--- src/common/conv_pkg.sv ---
package conv_pkg;

    // Data widths
    localparam int PIXEL_W          = 8;
    localparam int PROD_W           = 16;   // Full signed byte x byte product
    localparam int SUM_W            = 20;   // 16 products, 4 bits of growth

    // Geometry
    localparam int KERNEL_DIM       = 4;    // Rows per column, columns per window
    localparam int RESULTS_PER_WORD = 8;

    // One signed pixel or kernel tap
    typedef logic signed [PIXEL_W-1:0] pixel_t;

    // Input beat, byte r is row r
    typedef pixel_t [KERNEL_DIM-1:0] column_t;

    // Column 0 is the oldest; also used for the kernel
    typedef column_t [KERNEL_DIM-1:0] window_t;

    // Registered products, index is column * KERNEL_DIM + row
    typedef logic [KERNEL_DIM*KERNEL_DIM-1:0][PROD_W-1:0] product_t;

    // Lane k holds the k-th result, low byte first
    typedef pixel_t [RESULTS_PER_WORD-1:0] result_word_t;

endpackage

--- src/hdl/window_decoder.sv ---
`timescale 1ns/10ps

module window_decoder (
    input  logic              clk,
    input  logic              rst_n,

    // Column stream in
    input  logic              i_in_valid,
    output logic              o_in_ready,
    input  conv_pkg::column_t i_in_data,
    input  logic              i_in_kernel,
    input  logic              i_in_last,

    // Window snapshot out
    output logic              o_win_valid,
    input  logic              i_win_ready,
    output conv_pkg::window_t o_win_data,
    output conv_pkg::window_t o_win_kernel,
    output logic              o_win_last
);

    localparam int FILL_W = $clog2(conv_pkg::KERNEL_DIM);
    localparam logic [FILL_W-1:0] FILL_FULL = FILL_W'(conv_pkg::KERNEL_DIM - 1);

    conv_pkg::window_t                          kernel;   // Working kernel
    conv_pkg::column_t [conv_pkg::KERNEL_DIM-2:0] hist;   // Previous columns, [0] oldest
    logic [FILL_W-1:0]                          fill;     // Columns held in hist
    conv_pkg::window_t                          window;
    logic                                       accept;
    logic                                       kernel_beat;
    logic                                       data_beat;
    logic                                       issue;

    // Stall only while a snapshot is held and not taken
    assign o_in_ready  = !o_win_valid || i_win_ready;
    assign accept      = i_in_valid && o_in_ready;
    assign kernel_beat = accept && i_in_kernel;
    assign data_beat   = accept && !i_in_kernel;

    // Fourth column of the strip onward completes a window
    assign issue = data_beat && (fill == FILL_FULL);

    // Newest column lands at the top index
    assign window = {i_in_data, hist};

    always_ff @(posedge clk or negedge rst_n) begin
        if (!rst_n) begin
            kernel      <= '0;
            hist        <= '0;
            fill        <= '0;
            o_win_valid <= 1'b0;
        end else begin
            if (kernel_beat) begin
                kernel <= {i_in_data, kernel[conv_pkg::KERNEL_DIM-1:1]};
            end

            if (data_beat) begin
                if (i_in_last) begin
                    // End of strip, history starts over
                    hist <= '0;
                    fill <= '0;
                end else begin
                    hist <= {i_in_data, hist[conv_pkg::KERNEL_DIM-2:1]};
                    if (fill != FILL_FULL) begin
                        fill <= fill + 1'b1;
                    end
                end
            end

            if (o_in_ready) begin
                o_win_valid <= issue;
            end
        end
    end

    // Snapshot, so later kernel beats leave it untouched
    always_ff @(posedge clk) begin
        if (issue) begin
            o_win_data   <= window;
            o_win_kernel <= kernel;
            o_win_last   <= i_in_last;
        end
    end

endmodule

--- src/mac_array/mac_execute.sv ---
`timescale 1ns/10ps

module mac_execute (
    input  logic              clk,
    input  logic              rst_n,

    // Window in
    input  logic              i_win_valid,
    output logic              o_win_ready,
    input  conv_pkg::window_t i_win_data,
    input  conv_pkg::window_t i_win_kernel,
    input  logic              i_win_last,

    // Saturated result out
    output logic              o_res_valid,
    input  logic              i_res_ready,
    output conv_pkg::pixel_t  o_res_data,
    output logic              o_res_last
);

    localparam int TAPS = conv_pkg::KERNEL_DIM * conv_pkg::KERNEL_DIM;
    localparam logic signed [conv_pkg::SUM_W-1:0] SAT_MAX = conv_pkg::SUM_W'(127);
    localparam logic signed [conv_pkg::SUM_W-1:0] SAT_MIN = -conv_pkg::SUM_W'(128);

    conv_pkg::product_t                 prod_next;
    conv_pkg::product_t                 p1_prod;
    logic                               p1_valid;
    logic                               p1_last;
    logic signed [conv_pkg::SUM_W-1:0]  sum;
    conv_pkg::pixel_t                   sat;
    logic                               s1_load;
    logic                               s2_load;

    // Each stage loads when empty or when its content moves on
    assign s2_load     = !o_res_valid || i_res_ready;
    assign s1_load     = !p1_valid || s2_load;
    assign o_win_ready = s1_load;

    // Elementwise multiply
    always_comb begin
        for (int c = 0; c < conv_pkg::KERNEL_DIM; c++) begin
            for (int r = 0; r < conv_pkg::KERNEL_DIM; r++) begin
                prod_next[c*conv_pkg::KERNEL_DIM + r] =
                    conv_pkg::PROD_W'(i_win_data[c][r]) *
                    conv_pkg::PROD_W'(i_win_kernel[c][r]);
            end
        end
    end

    // Adder tree and clamp on the registered products
    always_comb begin
        sum = '0;
        for (int i = 0; i < TAPS; i++) begin
            sum = sum + conv_pkg::SUM_W'($signed(p1_prod[i]));
        end

        if (sum > SAT_MAX) begin
            sat = 8'sd127;
        end else if (sum < SAT_MIN) begin
            sat = -8'sd128;
        end else begin
            sat = sum[conv_pkg::PIXEL_W-1:0];
        end
    end

    always_ff @(posedge clk or negedge rst_n) begin
        if (!rst_n) begin
            p1_valid    <= 1'b0;
            o_res_valid <= 1'b0;
        end else begin
            if (s1_load) begin
                p1_valid <= i_win_valid;
            end
            if (s2_load) begin
                o_res_valid <= p1_valid;
            end
        end
    end

    always_ff @(posedge clk) begin
        if (i_win_valid && s1_load) begin
            p1_prod <= prod_next;
            p1_last <= i_win_last;
        end
        if (p1_valid && s2_load) begin
            o_res_data <= sat;
            o_res_last <= p1_last;
        end
    end

endmodule

--- src/hdl/result_packer.sv ---
`timescale 1ns/10ps

module result_packer (
    input  logic                   clk,
    input  logic                   rst_n,

    // Result bytes in
    input  logic                   i_res_valid,
    output logic                   o_res_ready,
    input  conv_pkg::pixel_t       i_res_data,
    input  logic                   i_res_last,

    // Packed words out
    output logic                   o_out_valid,
    input  logic                   i_out_ready,
    output conv_pkg::result_word_t o_out_data,
    output logic                   o_out_last
);

    localparam int LANE_W = $clog2(conv_pkg::RESULTS_PER_WORD);
    localparam logic [LANE_W-1:0] LANE_LAST = LANE_W'(conv_pkg::RESULTS_PER_WORD - 1);

    conv_pkg::result_word_t word_buf;   // Partial word, unfilled lanes zero
    conv_pkg::result_word_t word_next;
    logic [LANE_W-1:0]      lane;
    logic                   accept;
    logic                   word_done;

    // A held word that is not leaving blocks new results
    assign o_res_ready = !o_out_valid || i_out_ready;
    assign accept      = i_res_valid && o_res_ready;
    assign word_done   = (lane == LANE_LAST) || i_res_last;

    always_comb begin
        word_next       = word_buf;
        word_next[lane] = i_res_data;
    end

    always_ff @(posedge clk or negedge rst_n) begin
        if (!rst_n) begin
            word_buf    <= '0;
            lane        <= '0;
            o_out_valid <= 1'b0;
        end else begin
            if (accept) begin
                if (word_done) begin
                    word_buf <= '0;   // Pads the next partial word
                    lane     <= '0;
                end else begin
                    word_buf <= word_next;
                    lane     <= lane + 1'b1;
                end
            end

            if (o_res_ready) begin
                o_out_valid <= accept && word_done;
            end
        end
    end

    always_ff @(posedge clk) begin
        if (accept && word_done) begin
            o_out_data <= word_next;
            o_out_last <= i_res_last;
        end
    end

endmodule

--- src/hdl/conv_engine.sv ---
`timescale 1ns/10ps

module conv_engine (
    input  logic                   clk,
    input  logic                   rst_n,

    input  logic                   i_in_valid,
    output logic                   o_in_ready,
    input  conv_pkg::column_t      i_in_data,
    input  logic                   i_in_kernel,
    input  logic                   i_in_last,

    output logic                   o_out_valid,
    input  logic                   i_out_ready,
    output conv_pkg::result_word_t o_out_data,
    output logic                   o_out_last
);

    // Decode to execute
    logic              win_valid;
    logic              win_ready;
    conv_pkg::window_t win_data;
    conv_pkg::window_t win_kernel;
    logic              win_last;

    // Execute to packer
    logic              res_valid;
    logic              res_ready;
    conv_pkg::pixel_t  res_data;
    logic              res_last;

    window_decoder u_decoder (
        .clk          (clk),
        .rst_n        (rst_n),
        .i_in_valid   (i_in_valid),
        .o_in_ready   (o_in_ready),
        .i_in_data    (i_in_data),
        .i_in_kernel  (i_in_kernel),
        .i_in_last    (i_in_last),
        .o_win_valid  (win_valid),
        .i_win_ready  (win_ready),
        .o_win_data   (win_data),
        .o_win_kernel (win_kernel),
        .o_win_last   (win_last)
    );

    mac_execute u_mac (
        .clk          (clk),
        .rst_n        (rst_n),
        .i_win_valid  (win_valid),
        .o_win_ready  (win_ready),
        .i_win_data   (win_data),
        .i_win_kernel (win_kernel),
        .i_win_last   (win_last),
        .o_res_valid  (res_valid),
        .i_res_ready  (res_ready),
        .o_res_data   (res_data),
        .o_res_last   (res_last)
    );

    result_packer u_packer (
        .clk          (clk),
        .rst_n        (rst_n),
        .i_res_valid  (res_valid),
        .o_res_ready  (res_ready),
        .i_res_data   (res_data),
        .i_res_last   (res_last),
        .o_out_valid  (o_out_valid),
        .i_out_ready  (i_out_ready),
        .o_out_data   (o_out_data),
        .o_out_last   (o_out_last)
    );

endmodule

--- config.mk ---
export PLATFORM = sky130hd
export DESIGN_NAME = conv_engine
export DESIGN_NICKNAME = d
export VERILOG_FILES = /design/src/common/conv_pkg.sv /design/src/hdl/window_decoder.sv /design/src/mac_array/mac_execute.sv /design/src/hdl/result_packer.sv /design/src/hdl/conv_engine.sv
export SDC_FILE = /design/constraint.sdc
export NUM_CORES = 2
export LEC_CHECK = 0
export BUFFER_PORTS_ARGS = -buffer_cell sky130_fd_sc_hd__buf_2
export CORE_MARGIN = 4
export CORE_UTILIZATION = 40
export CTS_CLUSTER_DIAMETER = 200
export CTS_CLUSTER_SIZE = 28
export DETAILED_ROUTE_END_ITERATION = 7
export PLACE_DENSITY_LB_ADDON = 0.3
export SLEW_MARGIN = 20
export SYNTH_ARGS = -nofsm -noshare
export SYNTH_HDL_FRONTEND = slang
export SYNTH_SLANG_ARGS = --single-unit
--- constraint.sdc ---
create_clock -name clk -period 15.2 [get_ports clk]
set_clock_uncertainty 0.2 [all_clocks]
set_input_delay 0.76 -clock clk [delete_from_list [all_inputs] [get_ports clk]]
set_output_delay 0.76 -clock clk [all_outputs]
set_load 0.02 [all_outputs]
==> impl_results.md <==
* Leak at 35.3 nW
* Syn nets at 8149
* WP data arrival at 9.17 ns
* Unrepaired setup endpoints after global routing: false
* GPL Wtd Cong at 0.935
* P per Cell Area at 134 nW/um^2
* Ys async rst share at 33.6%
* DIE AREA at 195000 sq um
* Max IR drop VDD at 0.483 mV
* Detailed Place HPWL at 139000 um
* Final Instance Area at 79800 sq um
* Drt wl/cell at 18.9 um
* Synth top area share at 29.3%
* Post-DRT Antenna Nets at 0
* Ys Warns at 0
* Worst-skew pair later-pin latency at 0.68 ns
* Detailed Route WL at 172000 um
* Number of synthesized flops with an enable pin at 588
* CP max FO at 8
* Global-route wire length before repair at 274000 um
* I/O Buffers at 104
* Nets@finish at 8243
* DP Area at 78700 sq um
* TritonCTS Sinks at 885
* Largest stage delay, worst path at 0.52 ns
* Gr usage total at 18.1%
* Initial core utilization at 40.4%
* Width of the die at 441 um
* Vias in the first global route at 47200
* Status: complete, no violations
* Crit path from: u_mac.p1_prod[1]$_DFFE_PP_
* Clock transition at path regs at 0.12 ns
* Avg Cell Area, Syn at 11.5 sq um
* Layout cell share with drive strength beyond 1 at 5.72%
* Most frequent cells in the layout: 1385 x inv_1, 1100 x fa_1, 621 x and2_1
* Internal power at 0.00619 W
* Worst slew pin tran at 1.08 ns
* Endpoints failing hold at 0
* Period utilization at 58.9%
* Final Power at 0.0107 W
* CTS tree: done
* Layout Cells excl Fill at 9105
* Cells after Synth at 6502
* Top cell type by total area after synthesis: fa_1
* Synth top area cells: fa_1 29%, edfxtp_1 24%, dfrtp_1 9.9%
* Sequential power share at 30.2%
* Vias per cell at 4.87
* Switching power total at 0.00452 W
* FF-to-FF Start: u_mac.p1_prod[1]$_DFFE_PP_
* Most common cell after layout, fill and taps aside: inv_1
* Grt total ovfl at 0
* Drc violations at 0
* Max cap viols at 0
* Hold Crit Class: input pin to flop
* Drt initial violations at 2869
* Post-CTS Hold Buffers at 1
* Main synth FF type: edfxtp_1
* Htree depth at 2
* Post-cts resize count at 0
* Setup Viol. Count Final at 0
* Antenna violations before repair at 6
* Hold path startpoint: i_in_data[5]
* Setup TNS at 0 ns
* Layout area overhead at 6.25%
* Yosys reg bits at 885
* Min Hold Slack at 0.109 ns
* Largest net degree at the start of global routing at 97
* Switch share at 42.2%
* Root Driver: clkbuf_16
* Ports at 105
* Startpoint Class: flop
* Via count at 44300
* CTS Buf Count at 37
* Relative slew slack at 28.1%
* Clk network pwr share at 11.9%
* Post-synthesis cell area at 75100 sq um
* Worst Path Required at 15.42 ns
* Count of cell types in the netlist at 59
* Slew Viols, Final at 0
* First-pass DRT Iterations at 5
* Comb power frac at 57.8%
* Fmax at 112 MHz
* Crit Path Class: flop to flop
* Worst path most repeated cell: fa_1
* Die H at 441 um
* Placed cells at 9036
* Core area at 186000 sq um
* Setup Buffers After CTS at 0
* Worst path slowest cell: fa_1
* Final Critical Period at 8.95 ns
* CTS max path bufs at 3
* Seq/Total Area, Yosys at 33.4%
* Row cnt at 158
* CP endpoint kind: flop
path summary, 6_finish.rpt:
path	end	slack, ns	depth (start not counted)
min in group asynchronous	u_packer.word_buf[33]$_DFFE_PN0P_	0.50	2
max	u_mac.o_res_data[5]$_SDFFCE_PN1P_	6.25	31
max in group asynchronous	u_decoder.kernel[3]$_DFFE_PN0P_	12.20	4
min reg2reg	u_mac.o_res_last$_DFFE_PP_	0.22	0
min	u_decoder.o_win_data[101]$_DFFE_PP_	0.11	1
max reg2reg	u_mac.o_res_data[5]$_SDFFCE_PN1P_	6.25	31
power groups by stage:
stage | Combinational, W | Clock (W) | Sequential (W)
after floorplan | 0.00480 | 0 | 0.00316
after global placement | 0.00606 | 0 | 0.00328
after CTS | 0.00625 | 0.00133 | 0.00324
final | 0.00619 | 0.00128 | 0.00324
after detailed placement | 0.00620 | 0 | 0.00329
after global routing | 0.00701 | 0.00141 | 0.00326
state kept, by name, indices dropped and copies added, names as in the netlist, 2 cells and up:
signal                  count
u_decoder.fill              2
u_decoder.hist             96
u_decoder.kernel          128
u_decoder.o_win_data      128
u_decoder.o_win_kernel    128
u_mac.o_res_data            8
u_mac.p1_prod             256
u_packer.lane               3
u_packer.o_out_data        64
u_packer.word_buf          64
per-layer routing:
metal  global-route usage, %  share of wire, %
met4                    3.72               2.1
met2                    30.1                48
met5                       0                 0
met3                    2.82               5.3
met1                    25.4                45
through the flow:
stage          utilization [%]  worst slack, ns
2_1_floorplan                -             1.53
3_3_place_gp              42.3             6.44
3_5_place_dp              42.3             6.35
4_1_cts                   42.9             6.26
5_1_grt                   42.9             5.90
6_report                  42.9             6.25
cell usage after synthesis (25+ instances only):
cell type	instances
a21boi_0	45
mux2_2	194
nor2b_1	25
clkbuf_1	69
o21ai_0	180
nor2_1	186
dfrtp_1	297
a21oi_1	64
nand2_1	435
nand2b_1	219
o21a_1	25
nor3_1	33
edfxtp_1	588
xnor2_1	223
a22o_1	66
fa_1	1100
and2_1	622
inv_1	1385
ha_1	509
worst max-delay path, delay by kind of cell (launching register included):
kind | cells | cell delay [ns]
fa+ha+maj | 10 | 4.47
compound gates | 13 | 2.96
simple gates | 4 | 0.48
flops | 1 | 0.42
buf+inv | 4 | 0.19
kinds of logic after synthesis:
family | Yosys count | share of synthesized area, %
and+or+nand+nor | 1585 | 11.1
adders and majority gates | 1609 | 37.8
muxes | 199 | 2.98
AOI/OAI and AO/OA | 522 | 4.58
buffers and inverters | 1459 | 7.30
DFF | 885 | 33.4
xor gates and xnor gates | 243 | 2.83
area by class of cell:
class / instances / area [sq um]
clock buffer: 64 / 1050
clock inverter: 3 / 50.0
timing repair buffer: 129 / 723
antenna: 1 / 2.50
sequential: 885 / 25100
inverter: 1385 / 5200
tap: 2480 / 3100
multi-input combinational: 4158 / 44600
fill: 17400 / 106000
(Power assumes the default switching activity.)
